## src/verilog/bus_pkg.sv

```systemverilog
package bus_pkg;

    // ==================================================
    // Widths
    // ==================================================

    // Payload word carried on the bus
    localparam int DATA_WIDTH = 32;

    // ==================================================
    // Pipeline and buffer defaults
    // ==================================================

    // Register stages between sender and receive buffer
    localparam int PIPE_STAGES = 4;

    // Receive buffer entries
    // Must cover 2*PIPE_STAGES + 2 so the skid still leaves room
    localparam int FIFO_DEPTH = 16;

    // Index and fill level widths follow the buffer depth
    localparam int FIFO_PTR_WIDTH = $clog2(FIFO_DEPTH);
    localparam int FIFO_COUNT_WIDTH = FIFO_PTR_WIDTH + 1;

    // ==================================================
    // Types
    // ==================================================

    // One bus word
    typedef logic [DATA_WIDTH-1:0] bus_data_t;

    // Read or write slot in the buffer
    typedef logic [FIFO_PTR_WIDTH-1:0] fifo_ptr_t;

    // Fill level, one bit wider to hold a full buffer
    typedef logic [FIFO_COUNT_WIDTH-1:0] fifo_count_t;

endpackage

```

## src/verilog/bus_intf.sv

```systemverilog
`timescale 1ns/1ps

interface bus_intf
    import bus_pkg::*;
();

    // ==================================================
    // Bus signals
    // ==================================================

    // Bus reset, issued by the sender and carried with the data
    logic srst;

    // Word qualifier, a word moves on every edge with valid high and srst low
    logic valid;

    // Payload
    bus_data_t data;

    // Room indication from the receiver
    // Advisory, and late by the number of stages it has crossed
    logic ready;

    // ==================================================
    // Modports
    // ==================================================

    // Sending end
    modport tx (
        output srst,
        output valid,
        output data,
        input  ready
    );

    // Receiving end
    modport rx (
        input  srst,
        input  valid,
        input  data,
        output ready
    );

endinterface

```

## src/verilog/bus_pipe_stage.sv

```systemverilog
`timescale 1ns/1ps

module bus_pipe_stage (
    input logic clk,
    bus_intf.rx bus_if_from_tx,
    bus_intf.tx bus_if_to_rx
);

    // ==================================================
    // Forward path toward the receiver
    // ==================================================

    // Bus reset moves one stage per cycle, alongside the words
    always_ff @(posedge clk) begin
        bus_if_to_rx.srst <= bus_if_from_tx.srst;
    end

    // Valid is flushed while this stage sees the bus reset
    always_ff @(posedge clk) begin
        if (bus_if_from_tx.srst) begin
            bus_if_to_rx.valid <= 1'b0;
        end else begin
            bus_if_to_rx.valid <= bus_if_from_tx.valid;
        end
    end

    // Payload register
    // Only qualified by valid downstream
    always_ff @(posedge clk) begin
        bus_if_to_rx.data <= bus_if_from_tx.data;
    end

    // ==================================================
    // Backward path toward the sender
    // ==================================================

    // Ready is re-timed here too, one more cycle of lag per stage
    // The receive buffer's skid covers this delay
    // Held low during bus reset so the sender waits for the flush
    always_ff @(posedge clk) begin
        if (bus_if_from_tx.srst) begin
            bus_if_from_tx.ready <= 1'b0;
        end else begin
            bus_if_from_tx.ready <= bus_if_to_rx.ready;
        end
    end

    // Note the stage never looks at ready on the forward path,
    // a word in flight always moves on and the buffer takes it

endmodule

```

## src/verilog/bus_pipe_fifo.sv

```systemverilog
`timescale 1ns/1ps

module bus_pipe_fifo
    import bus_pkg::*;
#(
    parameter int DEPTH = FIFO_DEPTH,
    parameter int SKID = 2 * PIPE_STAGES
) (
    input  logic      clk,
    bus_intf.rx       bus_if_from_tx,
    output logic      out_valid,
    output bus_data_t out_data,
    input  logic      out_ready
);

    // ==================================================
    // Room rule
    // ==================================================

    // Highest fill level that still grants ready upstream
    // Above it, the words already approved could overrun the buffer
    localparam fifo_count_t ROOM_LIMIT = fifo_count_t'(DEPTH - SKID - 1);

    // Last slot before the pointers wrap
    localparam fifo_ptr_t LAST_SLOT = fifo_ptr_t'(DEPTH - 1);

    // ==================================================
    // Storage and control state
    // ==================================================

    bus_data_t   mem [DEPTH];
    fifo_ptr_t   wr_ptr;
    fifo_ptr_t   rd_ptr;
    fifo_count_t count;

    logic wr_en;
    logic rd_en;

    // Every word that shows up is taken, ready only limits the sender
    assign wr_en = bus_if_from_tx.valid && !bus_if_from_tx.srst;

    // Plain valid/ready transfer at the output
    assign rd_en = out_valid && out_ready;

    // ==================================================
    // Write side
    // ==================================================

    always_ff @(posedge clk) begin
        if (wr_en) begin
            mem[wr_ptr] <= bus_if_from_tx.data;
        end
    end

    always_ff @(posedge clk) begin
        if (bus_if_from_tx.srst) begin
            wr_ptr <= '0;
        end else if (wr_en) begin
            if (wr_ptr == LAST_SLOT) begin
                wr_ptr <= '0;
            end else begin
                wr_ptr <= wr_ptr + 1'b1;
            end
        end
    end

    // ==================================================
    // Read side
    // ==================================================

    always_ff @(posedge clk) begin
        if (bus_if_from_tx.srst) begin
            rd_ptr <= '0;
        end else if (rd_en) begin
            if (rd_ptr == LAST_SLOT) begin
                rd_ptr <= '0;
            end else begin
                rd_ptr <= rd_ptr + 1'b1;
            end
        end
    end

    // Fill level
    // Simultaneous write and read leaves it unchanged
    always_ff @(posedge clk) begin
        if (bus_if_from_tx.srst) begin
            count <= '0;
        end else begin
            case ({wr_en, rd_en})
                2'b10:   count <= count + 1'b1;
                2'b01:   count <= count - 1'b1;
                default: count <= count;
            endcase
        end
    end

    // ==================================================
    // Outputs
    // ==================================================

    // Head of the buffer, straight from storage
    assign out_valid = (count != '0);
    assign out_data  = mem[rd_ptr];

    // Room decision, re-timed by each stage on its way to the sender
    assign bus_if_from_tx.ready = (count <= ROOM_LIMIT);

endmodule

```

## src/verilog/bus_pipe.sv

```systemverilog
`timescale 1ns/1ps

module bus_pipe
    import bus_pkg::*;
#(
    parameter int STAGES = PIPE_STAGES
) (
    input  logic      clk,
    bus_intf.rx       bus_if_from_tx,
    output logic      out_valid,
    output bus_data_t out_data,
    input  logic      out_ready
);

    // ==================================================
    // Buffer sizing
    // ==================================================

    // Ready lags STAGES cycles back, words take STAGES cycles forward
    localparam int SKID_WORDS = 2 * STAGES;

    // At least the skid plus two entries, never below the default
    localparam int MIN_DEPTH = SKID_WORDS + 2;
    localparam int BUF_DEPTH = (MIN_DEPTH > FIFO_DEPTH) ? MIN_DEPTH : FIFO_DEPTH;

    // ==================================================
    // Stage chain
    // ==================================================

    generate
        if (STAGES == 0) begin : g_direct
            // No stages, buffer sits right at the sender
            bus_pipe_fifo #(
                .DEPTH (BUF_DEPTH),
                .SKID  (SKID_WORDS)
            ) u_fifo (
                .clk            (clk),
                .bus_if_from_tx (bus_if_from_tx),
                .out_valid      (out_valid),
                .out_data       (out_data),
                .out_ready      (out_ready)
            );
        end else begin : g_chain
            // Links between consecutive stages, last one feeds the buffer
            bus_intf bus_if_link [STAGES] ();

            bus_pipe_stage u_stage_first (
                .clk            (clk),
                .bus_if_from_tx (bus_if_from_tx),
                .bus_if_to_rx   (bus_if_link[0])
            );

            for (genvar i = 1; i < STAGES; i++) begin : g_stage
                bus_pipe_stage u_stage (
                    .clk            (clk),
                    .bus_if_from_tx (bus_if_link[i-1]),
                    .bus_if_to_rx   (bus_if_link[i])
                );
            end

            bus_pipe_fifo #(
                .DEPTH (BUF_DEPTH),
                .SKID  (SKID_WORDS)
            ) u_fifo (
                .clk            (clk),
                .bus_if_from_tx (bus_if_link[STAGES-1]),
                .out_valid      (out_valid),
                .out_data       (out_data),
                .out_ready      (out_ready)
            );
        end
    endgenerate

endmodule

```

## src/verilog/bus_pipe_top.sv

```systemverilog
`timescale 1ns/1ps

module bus_pipe_top
    import bus_pkg::*;
(
    input  logic      clk,
    input  logic      reset,
    input  logic      in_valid,
    input  bus_data_t in_data,
    output logic      in_ready,
    output logic      out_valid,
    output bus_data_t out_data,
    input  logic      out_ready
);

    // ==================================================
    // Sender side bus
    // ==================================================

    bus_intf bus_if ();

    // System reset enters the bus as its own srst
    assign bus_if.srst  = reset;
    assign bus_if.valid = in_valid;
    assign bus_if.data  = in_data;

    // Delayed room indication back to the sender
    assign in_ready = bus_if.ready;

    // ==================================================
    // Transport
    // ==================================================

    bus_pipe #(
        .STAGES (PIPE_STAGES)
    ) u_bus_pipe (
        .clk            (clk),
        .bus_if_from_tx (bus_if),
        .out_valid      (out_valid),
        .out_data       (out_data),
        .out_ready      (out_ready)
    );

endmodule

```

## config.mk

```make
export PLATFORM = sky130hd
export DESIGN_NAME = bus_pipe_top
export DESIGN_NICKNAME = d
export VERILOG_FILES = /design/src/verilog/bus_pkg.sv /design/src/verilog/bus_intf.sv /design/src/verilog/bus_pipe_stage.sv /design/src/verilog/bus_pipe_fifo.sv /design/src/verilog/bus_pipe.sv /design/src/verilog/bus_pipe_top.sv
export SDC_FILE = /design/constraint.sdc
export NUM_CORES = 1
export LEC_CHECK = 0
export ABC_AREA = 1
export BUFFER_PORTS_ARGS = -buffer_cell sky130_fd_sc_hd__buf_2
export CAP_MARGIN = 25
export CORE_MARGIN = 4
export CORE_UTILIZATION = 55
export CTS_BUF_LIST = sky130_fd_sc_hd__clkbuf_8
export DETAILED_ROUTE_END_ITERATION = 10
export PLACE_DENSITY_LB_ADDON = 0.3
export SYNTH_ARGS = -nofsm -noshare
export SYNTH_HDL_FRONTEND = slang
export SYNTH_SLANG_ARGS = --single-unit
export TNS_END_PERCENT = 50
```

## constraint.sdc

```tcl
create_clock -name clk -period 3.2 [get_ports clk]
set_input_delay 0.16 -clock clk [delete_from_list [all_inputs] [get_ports clk]]
set_output_delay 0.16 -clock clk [all_outputs]
set_load 0.01 [all_outputs]
```

==> results.sh <==
export IMPL_gp_congestion=0.802
export IMPL_finalSetupViolations=0
export IMPL_synthToLayoutAreaGrowth_pct=14.0
export IMPL_path_buf_inv=2
export IMPL_cp_start_kind="register"
export IMPL_overflow=0
export IMPL_wl_per_cell_um=18.1
export IMPL_portBuffers=69
export IMPL_clkTransAtPathRegs_ns=0.06
export IMPL_synth_fp_nets=1952
export IMPL_clkPwrFrac=0.328
export IMPL_powerDensity_nw_per_um2=753
export IMPL_rsz0062_at_grt="no"
export IMPL_die_y_um=220
export IMPL_synth_cell_types=26
export IMPL_crit_arrival_ns=2.63
export IMPL_layout_common_cells="edfxtp_1, inv_1, nand3_1, nand2_1, dfxtp_1"
export IMPL_internal_power_mw=15.0
export IMPL_ys_ff_latch=669
export IMPL_numCtsBuffers=101
export IMPL_max_slew_margin=0.327
export IMPL_drt_initial_drc_count=1309
export IMPL_combPwrFrac=0.206
export IMPL_setup_tns_ns=0
export IMPL_period_share=0.871
export IMPL_grt_pass1_vias=14501
export IMPL_hp_class="in2reg"
export IMPL_p_leak_nw=10.5
export IMPL_crit_slowest_cell="dfxtp_4"
export IMPL_finalCriticalPeriod_ns=2.79
export IMPL_critPathCapture="out_data[23]"
export IMPL_crit_fanout=61
export IMPL_finClkSkew_ns=0.0249
export IMPL_cp_depth=7
export IMPL_post_cts_setup_buffer_count=0
export IMPL_rows=77
export IMPL_hpwl_mm=27.2
export IMPL_layout_commonest_cell="edfxtp_1"
export IMPL_grt_start_max_net_pins=101
export IMPL_antenna_cells=0
export IMPL_synth_edff_count=512
export IMPL_cp_required_ns=3.04
export IMPL_reg2reg_to="u_bus_pipe.g_chain.u_fifo.count[4]"
export IMPL_synthCells=1908
export IMPL_seq_area_frac_synth=0.750
export IMPL_io_pins=70
export IMPL_worst_pin_slew_ns=1.01
export IMPL_critPathKind="reg2out"
export IMPL_multi_input_comb_area_um2=4490
export IMPL_cp_top_family="flip-flops"
export IMPL_reg2regPathDepth=13
export IMPL_grt_pass1_wl_mm=77.4
export IMPL_grt_usage=0.207
export IMPL_fmax_mhz=359
export IMPL_setup_worst_path_end_class="output port"
export IMPL_status="complete, no violations"
export IMPL_drive_gt1_frac=0.130
export IMPL_syn_area_per_cell_um2=12.9
export IMPL_cts_tree="yes"
export IMPL_h_tree_depth=3
export IMPL_avgViaCountPerCell=5.33
export IMPL_drc=0
export IMPL_die_width_um=220
export IMPL_ant_nets=0
export IMPL_reg2reg_setup_slack_ns=0.78
export IMPL_via_count=14529
export IMPL_core_area_um2=44300
export IMPL_antenna_found_initial=0
export IMPL_cts_num_sinks=669
export IMPL_cts_root_buf="clkbuf_8"
export IMPL_cts_resized=0
export IMPL_synthFlopType="edfxtp_1"
export IMPL_clock_latency_ns=0.68
export IMPL_fillers=3306
export IMPL_drv_cap=0
export IMPL_netSwitchingFraction=0.293
export IMPL_hold_depth=2
export IMPL_peakVddDrop_v=0.000458
export IMPL_final_nets=2091
export IMPL_synth_warnings=0
export IMPL_drt_wl_total_mm=49.3
export IMPL_hold_viol=0
export IMPL_p_sw_mw=6.21
export IMPL_seqPwrFrac=0.466
export IMPL_seq_area_um2=18500
export IMPL_cts_buffer_depth=3
export IMPL_maxSlewViolCount=0
export IMPL_initial_core_util=0.557
export IMPL_cp_cell_sequence="buf_12 -> a21oi_1 -> o21ai_0 -> nand3_1 -> nand3_1 -> nand2_1 -> buf_2"
export IMPL_crit_top_cell="nand3_1"
export IMPL_syn_cell_area_um2=24700
export IMPL_dieArea_um2=48400
export IMPL_cpPeakStageDelay_ns=0.87
export IMPL_async_flop_share=0
export IMPL_holdWs_ns=0.115
export IMPL_drt_pass1_iterations=6
[power groups by stage]
| stage | registers (mW) | clock network (mW) | logic [mW] |
|---|---|---|---|
| 5_1_grt | 9.90 | 7.51 | 4.91 |
| 3_3_place_gp | 10.0 | 0 | 4.24 |
| 2_1_floorplan | 9.78 | 0 | 3.64 |
| 4_1_cts | 9.87 | 7.11 | 4.41 |
| 6_report | 9.87 | 6.94 | 4.37 |
| 3_5_place_dp | 10.1 | 0 | 4.35 |
[registers in the layout, indices dropped and copies added (netlist names), named ones only]
name                                                     cells
u_bus_pipe.g_chain.u_fifo.mem                              512
u_bus_pipe.g_chain.g_stage.u_stage.bus_if_to_rx.data        96
u_bus_pipe.g_chain.u_stage_first.bus_if_to_rx.data          32
u_bus_pipe.g_chain.u_fifo.count                              5
u_bus_pipe.g_chain.u_fifo.rd_ptr                             4
u_bus_pipe.g_chain.u_fifo.wr_ptr                             4
u_bus_pipe.g_chain.g_stage.u_stage.bus_if_from_tx.ready      3
u_bus_pipe.g_chain.g_stage.u_stage.bus_if_to_rx.srst         3
u_bus_pipe.g_chain.g_stage.u_stage.bus_if_to_rx.valid        3
u_bus_pipe.g_chain.u_stage_first.bus_if_from_tx.ready        1
u_bus_pipe.g_chain.u_stage_first.bus_if_to_rx.srst           1
u_bus_pipe.g_chain.u_stage_first.bus_if_to_rx.valid          1
[how the worst min path moves through the flow]
stage / from / to / slack [ns]
after floorplan: in_data[0] / register / 0.19
after global placement: in_data[19] / register / 0.26
after detailed placement: in_data[0] / register / 0.26
after CTS: in_data[2] / register / 0.06
after global routing: in_data[17] / register / 0.07
final: in_data[18] / register / 0.11
[per-layer routing]
metal | global-route usage | routed length, µm
met2 | 0.345 | 24300
met3 | 0.0425 | 2800
met4 | 0.0814 | 1480
met5 | 0 | 0
met1 | 0.268 | 20700
[cells in the mapped netlist (all sizes together), types with 2 or more instances]
cell	number	share of area
edfxtp	512	0.62
inv	284	0.043
nand3	206	0.042
nand2	191	0.029
dfxtp	157	0.13
a21oi	136	0.028
o21ai	133	0.027
o211ai	128	0.039
buf	73	0.024
nor2	38	0.0058
clkbuf	33	0.0055
ha	8	0.0041
nor3	2	0.00041
xnor2	2	0.00071
xor2	2	0.00071
[cell type report]
cell class	instances	share of cell area
Clock buffer	131	0.0640
Multi-Input combinational cell	849	0.160
Inverter	284	0.0379
Tap cell	592	0.0263
Sequential cell	669	0.658
Clock inverter	58	0.0108
Timing Repair Buffer	142	0.0433
[stage by stage]
step	total power, mW	worst slack (ns)	utilization	cell area [µm²]	instances
2_1_floorplan	13.4	0.672	-	24700	1908
3_3_place_gp	14.3	0.873	0.580	25700	2501
3_5_place_dp	14.4	0.811	0.580	25700	2501
4_1_cts	21.4	0.353	0.635	28200	2725
5_1_grt	22.3	0.246	0.635	28200	2725
6_report	21.2	0.412	0.635	28200	2725
[logic make-up (layout without fill, tap and decap cells)]
| logic type | Yosys count | count (layout) | synth area share |
|---|---|---|---|
| flops | 669 | 669 | 0.750 |
| simple gates | 439 | 439 | 0.0775 |
| xor+xnor | 4 | 4 | 0.00142 |
| buf+inv | 390 | 615 | 0.0731 |
| fa+ha+maj | 8 | 8 | 0.00405 |
| compound gates | 398 | 398 | 0.0940 |
[what timing repair did]
action / in CTS / in global routing
setup endpoints to repair: 0 / 0
hold buffers: 35 / 0
endpoints found under the hold margin: 41 / 0
Note: power is estimated with default switching activity, not from simulation.
